`config.mk`:
```
export PLATFORM = sky130hd
export DESIGN_NAME = load_attr_fifo
export DESIGN_NICKNAME = d
export VERILOG_FILES = /design/src/hw/lsu_pkg.sv /design/src/hw/load_attr_fifo.sv
export SDC_FILE = /design/constraint.sdc
export NUM_CORES = 1
export LEC_CHECK = 0
export BUFFER_PORTS_ARGS = -buffer_cell sky130_fd_sc_hd__buf_4
export CAP_MARGIN = 20
export CORE_ASPECT_RATIO = 1.1
export CORE_UTILIZATION = 49
export CTS_CLUSTER_DIAMETER = 50
export DETAILED_ROUTE_END_ITERATION = 16
export GPL_ROUTABILITY_DRIVEN = 0
export PLACE_DENSITY = 0.74
export REMOVE_ABC_BUFFERS = 1
export SYNTH_ARGS = -nofsm -noshare
export SYNTH_HDL_FRONTEND = slang
export SYNTH_SLANG_ARGS = --single-unit
```
`constraint.sdc`:
```
create_clock -name clk -period 2 [get_ports clk]
set_clock_uncertainty 0.15 [all_clocks]
set_input_delay 0.1 -clock clk [delete_from_list [all_inputs] [get_ports clk]]
set_output_delay 0.1 -clock clk [all_outputs]
set_load 0.03 [all_outputs]
```
`src/hw/lsu_pkg.sv`:
```
//////////////////////////////
// Shared types and constants for the load/store unit.
// Issue packet, exception packet, sub-unit request and the
// attributes kept for each outstanding load, plus the funct3
// width codes and the address map.
//////////////////////////////

`default_nettype none

package lsu_pkg;

    // Instruction tag
    typedef logic [2:0] id_t;

    // RISC-V funct3 width codes
    localparam logic [2:0] LS_B = 3'b000;
    localparam logic [2:0] LS_H = 3'b001;
    localparam logic [2:0] LS_W = 3'b010;
    localparam logic [2:0] L_BU = 3'b100;
    localparam logic [2:0] L_HU = 3'b101;

    // Exception causes
    localparam logic [4:0] LOAD_MISALIGNED  = 5'd4;
    localparam logic [4:0] STORE_MISALIGNED = 5'd6;

    // Top nibble of every scratch address, all else is bus
    localparam logic [3:0] SCRATCH_REGION = 4'h0;

    typedef struct packed {
        logic [31:0] rs1;
        logic [11:0] offset;
        logic [31:0] rs2;
        logic [2:0]  fn3;
        logic        load;
        logic        store;
        id_t         id;
    } ls_issue_t;

    typedef struct packed {
        logic [31:0] addr;
        logic [31:0] wdata;
        logic [3:0]  be;
        logic        load;
        logic        store;
        logic [2:0]  fn3;
    } sub_req_t;

    // unit is 0 for scratch, 1 for bus
    typedef struct packed {
        logic [2:0] fn3;
        logic [1:0] byte_addr;
        id_t        id;
        logic       unit;
    } load_attr_t;

    typedef struct packed {
        logic        valid;
        logic [4:0]  code;
        logic [31:0] tval;
        id_t         id;
    } exception_t;

endpackage

`default_nettype wire
```
`src/hw/load_attr_fifo.sv`:
```
//////////////////////////////
// Small synchronous FIFO for the attributes of outstanding loads.
// Pushed at issue, popped when writeback takes the result.
//////////////////////////////

`timescale 1ns/1ps
`default_nettype none

module load_attr_fifo #(
    parameter int ATTR_DEPTH = 2
) (
    input  wire logic                 clk,
    input  wire logic                 rst,
    input  wire logic                 push,
    input  wire lsu_pkg::load_attr_t  data_in,
    input  wire logic                 pop,
    output lsu_pkg::load_attr_t       data_out,
    output logic                      valid,
    output logic                      full
);
    import lsu_pkg::*;

    localparam int PTR_W = (ATTR_DEPTH > 1) ? $clog2(ATTR_DEPTH) : 1;
    localparam int CNT_W = $clog2(ATTR_DEPTH + 1);

    load_attr_t       slots [ATTR_DEPTH];
    logic [PTR_W-1:0] rd_ptr;
    logic [PTR_W-1:0] wr_ptr;
    logic [CNT_W-1:0] count;
    logic             push_ok;
    logic             pop_ok;

    function automatic logic [PTR_W-1:0] next_ptr(input logic [PTR_W-1:0] p);
        return (p == PTR_W'(ATTR_DEPTH - 1)) ? '0 : p + 1'b1;
    endfunction

    assign push_ok = push & ~full;
    assign pop_ok  = pop & valid;

    always_ff @(posedge clk) begin
        if (push_ok) begin
            slots[wr_ptr] <= data_in;
        end
    end

    always_ff @(posedge clk) begin
        if (rst) begin
            rd_ptr <= '0;
            wr_ptr <= '0;
            count  <= '0;
        end else begin
            if (push_ok) begin
                wr_ptr <= next_ptr(wr_ptr);
            end
            if (pop_ok) begin
                rd_ptr <= next_ptr(rd_ptr);
            end
            if (push_ok && !pop_ok) begin
                count <= count + 1'b1;
            end else if (pop_ok && !push_ok) begin
                count <= count - 1'b1;
            end
        end
    end

    assign data_out = slots[rd_ptr];
    assign valid    = (count != '0);
    assign full     = (count == CNT_W'(ATTR_DEPTH));

endmodule

`default_nettype wire

```
==> impl_table.tex, run 1 <==
\begin{tabular}{lr}
\hline
Metric & Value \\
\hline
\multicolumn{2}{l}{\textbf{Run status}} \\
Run status & complete, no violations \\
\multicolumn{2}{l}{\textbf{Timing}} \\
Final-report hold violation count & 0 \\
Worst hold slack & 0.02889 ns \\
Number of pins with negative max-slew slack in the final report & 0 \\
Setup ws final & around 0.26 ns \\
Sum Neg Setup Slack & 0 ns \\
Worst max-slew margin expressed relative to the limit & a little over two thirds \\
Final worst path period share & between 80\% and 90\% \\
Final worst path period need & approximately 1.7 ns \\
Unrepaired setup endpoints after global routing & no \\
Highest clock rate & around 580 MHz \\
Finish-stage setup viols & 0 \\
Slew of the pin with the lowest slew margin & 0.4408 ns \\
\multicolumn{2}{l}{\textbf{Worst setup path}} \\
Worst R2R Setup Slack & $\sim$0.26 ns \\
Reg-to-Reg End & count[1]\$\_SDFFE\_PP0P\_ \\
Kind of critical path & reg -> reg \\
Crit path required time & $\sim$2.1 ns \\
Worst Setup End Kind & register \\
R2R depth & 4 \\
R2R Path Start & count[0]\$\_SDFFE\_PP0P\_ \\
Startpoint Class & register \\
Worst path arrival time & about 1.8 ns \\
CP Max Fanout & 5 \\
\multicolumn{2}{l}{\textbf{Global route}} \\
Vias in the first global route & approximately 500 \\
Overall fraction of global-route tracks in use & around 15\% \\
Total congestion overflow after global routing & 0 \\
Largest net degree at the start of global routing & 13 \\
Global-route wire length before repair & 2.090 mm \\
Number of antenna violations at the first check in global routing & 0 \\
\multicolumn{2}{l}{\textbf{Synth}} \\
Netlist area before placement & a little under 900 um2 \\
Main flop type after synthesis & sky130\_fd\_sc\_hd\_\_edfxtp\_1 \\
Leading cell types by total area after synthesis & sky130\_fd\_sc\_hd\_\_edfxtp\_1 62\%, sky130\_fd\_sc\_hd\_\_mux2\_2 12\%, sky130\_fd\_sc\_hd\_\_dfxtp\_1 12\%, sky130\_fd\_sc\_hd\_\_xor2\_1 3.0\%, sky130\_fd\_sc\_hd\_\_o21ai\_0 1.7\% \\
Portion of the post-synthesis area used by sequential elements & 73.88\% \\
Post-synth EDFFs & 18 \\
Library cells used by synthesis & 14 \\
Avg Inst Size Synth & 16.36 um2 \\
Most repeated cell in the gate-level netlist after synthesis & sky130\_fd\_sc\_hd\_\_edfxtp\_1 \\
Share of the synthesized area in the top cell type & between 60\% and 70\% \\
Top cell types by occurrence after synthesis & 18 x sky130\_fd\_sc\_hd\_\_edfxtp\_1, 9 x sky130\_fd\_sc\_hd\_\_mux2\_2, 5 x sky130\_fd\_sc\_hd\_\_dfxtp\_1 \\
Synthesized instance count & between 50 and 60 \\
Synth area leader & sky130\_fd\_sc\_hd\_\_edfxtp\_1 \\
Synth async-reset ratio & 0\% \\
Register bit count reported by yosys & 23 \\
Warning count from the yosys run & 0 \\
\multicolumn{2}{l}{\textbf{Detailed routing}} \\
Antenna violation net count after detailed routing & 0 \\
Wire length per cell after detailed routing & approximately 13 um \\
Total number of vias & between 500 and 600 \\
DRC violation total after the first TritonRoute iteration & 6 \\
Number of remaining DRC errors & 0 \\
Wirelength, routed & between 1 and 1.5 mm \\
First-pass DRT Iterations & 2 \\
Routed via count divided by cell count & slightly above 5 \\
\multicolumn{2}{l}{\textbf{Clocking}} \\
CTS HTree Levels & 1 \\
Clock-pin slew reported for the worst setup and hold paths after clock tree synthesis & around 0.12 ns \\
Deepest clock path buffer count & 2 \\
Root buffer selected by CTS & sky130\_fd\_sc\_hd\_\_clkbuf\_4 \\
TritonCTS clock tree & yes \\
TritonCTS Sinks & 23 \\
TritonCTS Buffers & 3 \\
Cells resized by post-CTS repair & 0 \\
Post-CTS Hold Fix Bufs & 10 \\
Number of buffers inserted by post-CTS setup repair & 0 \\
Clk Latency, worst-skew pair & $\sim$0.3 ns \\
\multicolumn{2}{l}{\textbf{Run}} \\
Max Cap Viol & 0 \\
\multicolumn{2}{l}{\textbf{Worst hold path}} \\
Worst Hold Launch & push \\
Min-Delay Endpoint & wr\_ptr\$\_SDFFE\_PP0N\_ \\
Worst hold path depth & 4 \\
Type of the worst min-delay path & in -> reg \\
\multicolumn{2}{l}{\textbf{Floorplanning}} \\
CORE AREA & between 0.0015 and 0.002 mm2 \\
Die H & approximately 46 um \\
\# IOs & 24 \\
Horiz. Die Dim & 42.11 um \\
Overall die area & just under 0.002 mm2 \\
Starting utilization of the core area & 53.72\% \\
Placement Rows & 15 \\
\multicolumn{2}{l}{\textbf{Pwr}} \\
Worst IR drop on VDD & between 0.0007 and 0.0008 V \\
Power Dens Cells & roughly 1200 mW/mm2 \\
Leak pwr & $\sim$0.47 nW \\
\multicolumn{2}{l}{\textbf{Final layout}} \\
Number of inserted diodes & 0 \\
Signed area change from the synthesized netlist to the final layout & 36.36\% \\
Filler Cells Inserted & 124 \\
Post-layout net count & between 100 and 150 \\
Fraction of final layout cells sized beyond drive strength 1 & 41.57\% \\
\multicolumn{2}{l}{\textbf{Placed design}} \\
\# port buffers & 23 \\
Worst slack after detailed placement & between 0.2 and 0.3 ns \\
\hline
\end{tabular}
==> critical path: stages (launching register included) <==
cell	delay [ns]
sky130_fd_sc_hd__dfxtp_1	0.38
sky130_fd_sc_hd__o21ai_0	0.32
sky130_fd_sc_hd__ha_1	0.33
sky130_fd_sc_hd__or3_1	0.36
sky130_fd_sc_hd__a21oi_1	0.15
==> cell families after synthesis <==
kind of cell	Yosys count	share of synthesized area (%)
flops	23	73.88
mux	9	11.69
simple gates	9	5.628
compound gates	5	2.886
xor+xnor	3	3.031
buf+inv	3	1.443
fa+ha+maj	1	1.443
==> power breakdown <==
group,internal [W],switching [W],total [W]
clock,0.0000776,0.000126,0.000204
combinational,0.000254,0.000317,0.000571
sequential,0.000609,0.0000595,0.000669
==> worst max path at each step <==
stage                                from                     to  cells after the start
floorplan           count[1]$_SDFFE_PP0P_  count[1]$_SDFFE_PP0P_                      5
global placement    count[0]$_SDFFE_PP0P_  count[1]$_SDFFE_PP0P_                      4
detailed placement  count[0]$_SDFFE_PP0P_  count[1]$_SDFFE_PP0P_                      4
CTS                 count[0]$_SDFFE_PP0P_  count[1]$_SDFFE_PP0P_                      4
global route        count[0]$_SDFFE_PP0P_  count[1]$_SDFFE_PP0P_                      4
finish              count[0]$_SDFFE_PP0P_  count[1]$_SDFFE_PP0P_                      4
==> stage by stage <==
stage,total power [W],std cells,area [um2],utilization (%)
3_3_place_gp,0.001222,92,1056,65.43
6_report,0.001443,106,1182,73.26
5_1_grt,0.001510,106,1182,73.26
2_1_floorplan,0.001047,52,862.1,-
4_1_cts,0.001454,106,1182,73.26
3_5_place_dp,0.001236,92,1056,65.43
==> metal layers <==
metal  part of all wire [%]  vias to the layer above  GRT usage [%]  wire length (um)
met1                     42                      264          16.97               583
met4                   0.86                        0          9.375                12
met3                    3.4                        2          2.745                47
met5                      0                        -              0                 0
li1                       -                      264              -                 -
met2                     54                       12          28.13               757
==> state kept, by name, indices dropped and copies added, names as in the netlist, named ones only <==
name and count:
wr_ptr 1, count 2, rd_ptr 1, slots 18
==> layout make-up <==
cell class                 instances  area, um2  area share (%)
sequential                        23      640.6           54.18
multi-input combinational         27      214.0           18.10
timing repair buffer              33      272.8           23.07
clock buffer                       4      26.28           2.222
tap                               17      21.27           1.799
inverter                           2      7.507          0.6349
==> cells in the final DEF (no fill, tap or decap) <==
| cell | n |
|---|---|
| sky130_fd_sc_hd__buf_4 | 23 |
| sky130_fd_sc_hd__mux2_2 | 9 |
| sky130_fd_sc_hd__clkbuf_4 | 3 |
| sky130_fd_sc_hd__a21oi_1 | 2 |
| sky130_fd_sc_hd__or2_2 | 1 |
| sky130_fd_sc_hd__inv_1 | 2 |
| sky130_fd_sc_hd__xor2_1 | 3 |
| sky130_fd_sc_hd__edfxtp_1 | 18 |
| sky130_fd_sc_hd__o21ai_0 | 3 |
| sky130_fd_sc_hd__ha_1 | 1 |
| sky130_fd_sc_hd__and2_1 | 1 |
| sky130_fd_sc_hd__or3_1 | 2 |
| sky130_fd_sc_hd__dfxtp_1 | 5 |
| sky130_fd_sc_hd__dlygate4sd3_1 | 10 |
| sky130_fd_sc_hd__nor2_1 | 4 |
| sky130_fd_sc_hd__nor2b_2 | 1 |
| sky130_fd_sc_hd__clkbuf_1 | 1 |
(Power assumes the default switching activity.)
==> inputs of run 2 (changes only) <==
Settings changed: BUFFER_PORTS_ARGS -buffer_cell sky130_fd_sc_hd__buf_4 to -buffer_cell sky130_fd_sc_hd__buf_2, CORE_MARGIN from default to 2, REMOVE_ABC_BUFFERS 1 to default.
==> run 2 against run 1 <==
Sequential share of layout area increased by 2.8 points; first-iteration DRC count decreased by 33%; highest routed layer unchanged; largest power group unchanged; sequential power about the same.
==> impl_table.tex, run 2 (synthesized netlist as in run 1, its figures left out) <==
\begin{tabular}{lr}
\hline
Metric & Value \\
\hline
\multicolumn{2}{l}{\textbf{Detailed routing}} \\
DRC violation total after the first TritonRoute iteration & 4 (-2) \\
Wire length per cell after detailed routing & 12.78 um (-3.2\%) \\
Routed via count divided by cell count & 5.000 (-2.2\%) \\
Antenna violation net count after detailed routing & 0 (unchanged) \\
Total number of vias & 530 (-2.2\%) \\
Number of remaining DRC errors & 0 (unchanged) \\
Wirelength, routed & 1.355 mm (-3.2\%) \\
First-pass DRT Iterations & 4 (+2) \\
\multicolumn{2}{l}{\textbf{Worst hold path}} \\
Type of the worst min-delay path & in -> reg \\
\multicolumn{2}{l}{\textbf{Pwr}} \\
Gate power share & 36.9\% (-2.6 points) \\
Leak pwr & 0.4535 nW (-4.0\%) \\
Flop pwr share & 48.4\% (+2.1 points) \\
Psw & 0.0004912 W (-2.3\%) \\
Total internal power & 0.0008893 W (-5.4\%) \\
Power Dens Cells & 1227 mW/mm2 (+0.56\%) \\
Worst IR drop on VDD & 0.0008392 V (+7.1\%) \\
Total power draw & 0.001380 W (-4.3\%) \\
Net switching share of the total power & 35.58\% (+0.74 points) \\
Clock network fraction of design power & 14.7\% (+0.6 points) \\
\multicolumn{2}{l}{\textbf{Timing}} \\
Number of pins with negative max-slew slack in the final report & 0 (unchanged) \\
Slew of the pin with the lowest slew margin & 0.4228 ns (-0.01800 ns) \\
Highest clock rate & 583.0 MHz (+1.3\%) \\
Unrepaired setup endpoints after global routing & no \\
Sum Neg Setup Slack & 0 ns (unchanged) \\
Finish-stage setup viols & 0 (unchanged) \\
Worst max-slew margin expressed relative to the limit & 71.81\% (+1.2 points) \\
Final worst path period share & 85.76\% (-1.1 points) \\
Final worst path period need & 1.715 ns (-0.02203 ns) \\
Final-report hold violation count & 0 (unchanged) \\
\multicolumn{2}{l}{\textbf{Final layout}} \\
Area of combinational cells with multiple inputs & 214.0 um2 (unchanged) \\
Signed area change from the synthesized netlist to the final layout & 29.73\% \\
Register ranked first by flip-flop count & slots \\
Number of inserted diodes & 0 (unchanged) \\
Share of the core filled with cells & 69.69\% (-3.6 points) \\
Fraction of final layout cells sized beyond drive strength 1 & 41.57\% (unchanged) \\
Fin area & 0.001125 mm2 (-4.9\%) \\
Combined flip-flop and latch cell area & 640.6 um2 (unchanged) \\
Leading cell type in the layout, fill and taps excluded & sky130\_fd\_sc\_hd\_\_buf\_2 \\
Filler Cells Inserted & 122 (-1.6\%) \\
Commonest cells after routing, fill and taps aside & 23 x sky130\_fd\_sc\_hd\_\_buf\_2, 18 x sky130\_fd\_sc\_hd\_\_edfxtp\_1, 10 x sky130\_fd\_sc\_hd\_\_dlygate4sd3\_1, 9 x sky130\_fd\_sc\_hd\_\_mux2\_2, 5 x sky130\_fd\_sc\_hd\_\_dfxtp\_1 \\
Max FFs per register & 18 (unchanged) \\
Biggest registers after layout & slots (18), count (2) \\
Post-layout net count & 104 (unchanged) \\
Non-filler cells in the finished layout & 106 (unchanged) \\
\multicolumn{2}{l}{\textbf{Clocking}} \\
Clk Latency, worst-skew pair & 0.30 ns (about the same) \\
Root buffer selected by CTS & sky130\_fd\_sc\_hd\_\_clkbuf\_4 \\
TritonCTS Buffers & 3 (unchanged) \\
TritonCTS clock tree & yes \\
CTS HTree Levels & 1 (unchanged) \\
Clock-pin slew reported for the worst setup and hold paths after clock tree synthesis & 0.11 ns (about the same) \\
Post-CTS Hold Fix Bufs & 10 (unchanged) \\
TritonCTS Sinks & 23 (unchanged) \\
Deepest clock path buffer count & 2 (unchanged) \\
Cells resized by post-CTS repair & 0 (unchanged) \\
Number of buffers inserted by post-CTS setup repair & 0 (unchanged) \\
\multicolumn{2}{l}{\textbf{Worst setup path}} \\
Kind of critical path & reg -> reg \\
Startpoint Class & register \\
CP Max Fanout & 5 (unchanged) \\
Worst path arrival time & 1.80 ns (-0.03 ns) \\
Worst Setup End Kind & register \\
Crit path required time & 2.09 ns (about the same) \\
\multicolumn{2}{l}{\textbf{Run status}} \\
Run status & complete, no violations \\
\multicolumn{2}{l}{\textbf{Run}} \\
Max Cap Viol & 0 (unchanged) \\
\multicolumn{2}{l}{\textbf{Global route}} \\
Overall fraction of global-route tracks in use & 13.70\% (-1.7 points) \\
Global-route wire length before repair & 2.014 mm (-3.6\%) \\
Largest net degree at the start of global routing & 13 (unchanged) \\
Vias in the first global route & 501 (+1.0\%) \\
Total congestion overflow after global routing & 0 (unchanged) \\
Number of antenna violations at the first check in global routing & 0 (unchanged) \\
\multicolumn{2}{l}{\textbf{Floorplanning}} \\
\# IOs & 24 (unchanged) \\
Die H & 48.12 um (+4.3\%) \\
Starting utilization of the core area & 53.72\% (unchanged) \\
Overall die area & 0.002123 mm2 (+9.3\%) \\
Placement Rows & 15 (unchanged) \\
Horiz. Die Dim & 44.11 um (+4.7\%) \\
CORE AREA & 0.001614 mm2 (unchanged) \\
\multicolumn{2}{l}{\textbf{Placed design}} \\
Half-perimeter wire length of the detailed placement result & approximately 920 um \\
Instance area at placement & 998.5 um2 (-5.4\%) \\
Cell Count Post-Placement & 92 (unchanged) \\
\# port buffers & 23 (unchanged) \\
\multicolumn{2}{l}{\textbf{Synth}} \\
Total nets after synthesis & 67 \\
\hline
\end{tabular}
## run 2: metal layers
| layer | up-vias | part of all wire [%] | GRT usage, % |
|---|---|---|---|
| li1 | 267 | - | - |
| met2 | 18 | 53 | 25.00 |
| met3 | 2 | 5.7 | 2.593 |
| met4 | 0 | 1.5 | 9.091 |
| met5 | - | 0 | 0 |
| met1 | 243 | 39 | 14.85 |
## run 2: cell type report
cell class              instances  area share [%]
multi-input cells              27           19.02
flip-flops and latches         23           56.95
repair buffers                 33           19.13
clock buffers                   4           2.336
well taps                      17           1.891
inverters                       2          0.6674
## run 2: worst max-delay path: stages, from the launching register on
cell,delay (ns)
sky130_fd_sc_hd__dfxtp_1,0.38
sky130_fd_sc_hd__o21ai_0,0.29
sky130_fd_sc_hd__ha_1,0.32
sky130_fd_sc_hd__or3_1,0.36
sky130_fd_sc_hd__a21oi_1,0.15
## run 2: stage by stage
stage	hold slack, ns	setup slack [ns]
after floorplan	0.01907	0.2100
after global placement	0.1382	0.3405
after detailed placement	0.1445	0.2834
after CTS	0.01418	0.2597
after global routing	0.04337	0.1999
final	0.02281	0.2848
## run 2: worst paths after layout
| check | startpoint | end | slack (ns) | depth (start not counted) |
|---|---|---|---|---|
| min reg2reg | wr_ptr$_SDFFE_PP0N_ | wr_ptr$_SDFFE_PP0N_ | 0.35 | 2 |
| max | count[0]$_SDFFE_PP0P_ | count[1]$_SDFFE_PP0P_ | 0.28 | 4 |
| min | push | wr_ptr$_SDFFE_PP0N_ | 0.02 | 4 |
| max reg2reg | count[0]$_SDFFE_PP0P_ | count[1]$_SDFFE_PP0P_ | 0.28 | 4 |
## run 2: power by group through the flow
stage / registers, W / logic (W) / clock network (W)
global placement: 0.000676 / 0.000486 / 0
finish: 0.000668 / 0.000510 / 0.000203
global route: 0.000677 / 0.000553 / 0.000225
detailed placement: 0.000681 / 0.000498 / 0
floorplan: 0.000646 / 0.000406 / 0
CTS: 0.000670 / 0.000516 / 0.000209
==> inputs of run 3 (changes only) <==
Settings changed: CORE_UTILIZATION 49 to 45, PLACE_DENSITY 0.74 to 0.68.
==> run 3 against run 2 <==
Final cell count grew 0.94%; flip-flop and latch count is the same; critical path depth fell by 2; count of clock-buffer cells in the layout is the same; power decreased by 0.29%; non-clock buffer count unchanged; global-route usage down 0.17 points; critical path type is now reg -> out; fmax grew 1.6%.
==> impl_table.tex, run 3 (synthesized netlist as in run 1, its figures left out) <==
\begin{tabular}{lr}
\hline
Metric & Value \\
\hline
\multicolumn{2}{l}{\textbf{Global route}} \\
Vias in the first global route & 528 (+5.4\%) \\
Largest net degree at the start of global routing & 13 (unchanged) \\
Overall fraction of global-route tracks in use & 13.53\% (-0.17 points) \\
Global-route wire length before repair & 2.097 mm (+4.1\%) \\
Total congestion overflow after global routing & 0 (unchanged) \\
Number of antenna violations at the first check in global routing & 0 (unchanged) \\
\multicolumn{2}{l}{\textbf{Timing}} \\
Worst max-slew margin expressed relative to the limit & 69.44\% (-2.4 points) \\
Number of pins with negative max-slew slack in the final report & 0 (unchanged) \\
Slew of the pin with the lowest slew margin & 0.4584 ns (+0.03555 ns) \\
Final worst path period share & 84.42\% (-1.3 points) \\
Worst hold slack & 0.01709 ns (-0.005716 ns) \\
Highest clock rate & 592.3 MHz (+1.6\%) \\
Sum Neg Setup Slack & 0 ns (unchanged) \\
Finish-stage setup viols & 0 (unchanged) \\
Unrepaired setup endpoints after global routing & no \\
Final-report hold violation count & 0 (unchanged) \\
Final worst path period need & 1.688 ns (-0.02677 ns) \\
\multicolumn{2}{l}{\textbf{Run status}} \\
Run status & complete, no violations \\
\multicolumn{2}{l}{\textbf{Clocking}} \\
TritonCTS Sinks & 23 (unchanged) \\
TritonCTS clock tree & yes \\
Root buffer selected by CTS & sky130\_fd\_sc\_hd\_\_clkbuf\_4 \\
Cells resized by post-CTS repair & 0 (unchanged) \\
Deepest clock path buffer count & 2 (unchanged) \\
Clk Latency, worst-skew pair & 0.30 ns (about the same) \\
CTS HTree Levels & 1 (unchanged) \\
Number of buffers inserted by post-CTS setup repair & 0 (unchanged) \\
TritonCTS Buffers & 3 (unchanged) \\
Clock-pin slew reported for the worst setup and hold paths after clock tree synthesis & 0.11 ns (about the same) \\
\multicolumn{2}{l}{\textbf{Final layout}} \\
Fraction of final layout cells sized beyond drive strength 1 & 41.57\% (unchanged) \\
Commonest cells after routing, fill and taps aside & 23 x sky130\_fd\_sc\_hd\_\_buf\_2, 18 x sky130\_fd\_sc\_hd\_\_edfxtp\_1, 10 x sky130\_fd\_sc\_hd\_\_dlygate4sd3\_1, 9 x sky130\_fd\_sc\_hd\_\_mux2\_2, 5 x sky130\_fd\_sc\_hd\_\_dfxtp\_1 \\
Combined flip-flop and latch cell area & 640.6 um2 (unchanged) \\
Max FFs per register & 18 (unchanged) \\
Biggest registers after layout & slots (18), count (2) \\
Number of inserted diodes & 0 (unchanged) \\
Register ranked first by flip-flop count & slots \\
Post-layout net count & 104 (unchanged) \\
Signed area change from the synthesized netlist to the final layout & 29.87\% \\
Leading cell type in the layout, fill and taps excluded & sky130\_fd\_sc\_hd\_\_buf\_2 \\
Area of combinational cells with multiple inputs & 214.0 um2 (unchanged) \\
Filler Cells Inserted & 151 (+24\%) \\
\multicolumn{2}{l}{\textbf{Pwr}} \\
Clock network fraction of design power & 14.6\% (about the same) \\
Psw & 0.0004878 W (-0.68\%) \\
Gate power share & 36.8\% (about the same) \\
Total internal power & 0.0008887 W (about the same) \\
Leak pwr & 0.4535 nW (unchanged) \\
Worst IR drop on VDD & 0.0005747 V (-32\%) \\
Power Dens Cells & 1222 mW/mm2 (-0.40\%) \\
Flop pwr share & 48.5\% (about the same) \\
Net switching share of the total power & 35.44\% (-0.14 points) \\
\multicolumn{2}{l}{\textbf{Floorplanning}} \\
\# IOs & 24 (unchanged) \\
Horiz. Die Dim & 45.86 um (+4.0\%) \\
Die H & 50.04 um (+4.0\%) \\
Overall die area & 0.002295 mm2 (+8.1\%) \\
CORE AREA & 0.001802 mm2 (+12\%) \\
Starting utilization of the core area & 48.13\% (-5.6 points) \\
Placement Rows & 16 (+1) \\
\multicolumn{2}{l}{\textbf{Worst setup path}} \\
Count of buffering cells on the critical path with inverters included & 1 (+1) \\
Worst Setup End Kind & primary output \\
Reg-to-Reg End & count[1]\$\_SDFFE\_PP0P\_ \\
Worst R2R Setup Slack & 0.31 ns (+0.03 ns) \\
Kind of critical path & reg -> out \\
Worst path top cell family by delay & flip-flops \\
Worst path arrival time & 1.44 ns (-0.36 ns) \\
Worst setup endpoint & data\_out[2] \\
R2R depth & 4 (unchanged) \\
Crit path largest cell delay & 0.58 ns (+0.20 ns) \\
Cell-by-cell trace of the critical path & mux2\_2 > buf\_2 \\
CP Max Fanout & 9 (+4) \\
Startpoint Class & register \\
CP max-delay cell & sky130\_fd\_sc\_hd\_\_dfxtp\_1 \\
WP depth & 2 (-2) \\
R2R Path Start & count[0]\$\_SDFFE\_PP0P\_ \\
Crit path required time & 1.75 ns (-0.34 ns) \\
\multicolumn{2}{l}{\textbf{Detailed routing}} \\
Total number of vias & 519 (-2.1\%) \\
Wire length per cell after detailed routing & 12.36 um (-3.3\%) \\
First-pass DRT Iterations & 2 (-2) \\
DRC violation total after the first TritonRoute iteration & 3 (-1) \\
Wirelength, routed & 1.323 mm (-2.4\%) \\
Routed via count divided by cell count & 4.850 (-3.0\%) \\
Antenna violation net count after detailed routing & 0 (unchanged) \\
Number of remaining DRC errors & 0 (unchanged) \\
\multicolumn{2}{l}{\textbf{Synth}} \\
Total nets after synthesis & 67 (unchanged) \\
\multicolumn{2}{l}{\textbf{Run}} \\
Max Cap Viol & 0 (unchanged) \\
\multicolumn{2}{l}{\textbf{Worst hold path}} \\
Type of the worst min-delay path & in -> reg \\
\multicolumn{2}{l}{\textbf{Placed design}} \\
\# port buffers & 23 (unchanged) \\
Half-perimeter wire length of the detailed placement result & 912.3 um (-0.53\%) \\
\hline
\end{tabular}
-- run 3: cell counts in the layout (fill, tap and decap cells not counted) --
Identical to the previous run, type by type.
-- run 3: power groups by stage --
stage / combinational, W / clock, W / sequential, W
2_1_floorplan: 0.000406 / 0 / 0.000646
4_1_cts: 0.000514 / 0.000210 / 0.000672
5_1_grt: 0.000545 / 0.000231 / 0.000679
3_3_place_gp: 0.000489 / 0 / 0.000676
3_5_place_dp: 0.000496 / 0 / 0.000683
6_report: 0.000507 / 0.000202 / 0.000668
-- run 3: worst reg2reg max path, stage by stage, from the launching register on --
cell                      delay (ns)
sky130_fd_sc_hd__dfxtp_1        0.37
sky130_fd_sc_hd__o21ai_0        0.28
sky130_fd_sc_hd__ha_1           0.32
sky130_fd_sc_hd__or3_1          0.35
sky130_fd_sc_hd__a21oi_1        0.15
-- run 3: repair_timing --
| item | 4_1_cts | 5_1_grt |
|---|---|---|
| setup endpoints to repair | 0 | 0 |
| hold buffers | 10 | 0 |
| hold endpoints to repair | 23 | 0 |
-- run 3: how the worst min path moves through the flow --
stage	from	endpoint	slack (ns)	depth (start not counted)
2_1_floorplan	rst	count[1]$_SDFFE_PP0P_	0.02	1
3_3_place_gp	data_in[3]	slots[0][3]$_DFFE_PP_	0.14	1
3_5_place_dp	data_in[1]	slots[0][1]$_DFFE_PP_	0.15	1
4_1_cts	push	wr_ptr$_SDFFE_PP0N_	0.01	4
5_1_grt	push	wr_ptr$_SDFFE_PP0N_	0.06	4
6_report	push	wr_ptr$_SDFFE_PP0N_	0.02	4
-- run 3: cell type report --
class	count	area share (%)
sequential	23	56.89
tap	18	2.000
multi-input combinational	27	19.00
timing repair buffer	33	19.11
inverter	2	0.6667
clock buffer	4	2.333
-- run 3: metal layers --
layer	vias up	track usage (%)	part of all wire, %	routed length, um
met5	-	0	0	0
met4	0	8.571	2.0	26
met3	4	3.297	5.2	69
met2	16	22.92	52	694
met1	235	14.15	40	533
li1	264	-	-	-
-- run 3: through the flow --
stage | power, W | util (%) | setup slack (ns) | cell area, um2 | cells
6_report | 0.001377 | 62.50 | 0.3116 | 1126 | 107
3_5_place_dp | 0.001179 | 55.49 | 0.3189 | 999.7 | 93
4_1_cts | 0.001396 | 62.50 | 0.2802 | 1126 | 107
3_3_place_gp | 0.001165 | 55.49 | 0.3824 | 999.7 | 93
5_1_grt | 0.001455 | 62.50 | 0.2136 | 1126 | 107
2_1_floorplan | 0.001053 | - | 0.2100 | 867.1 | 53
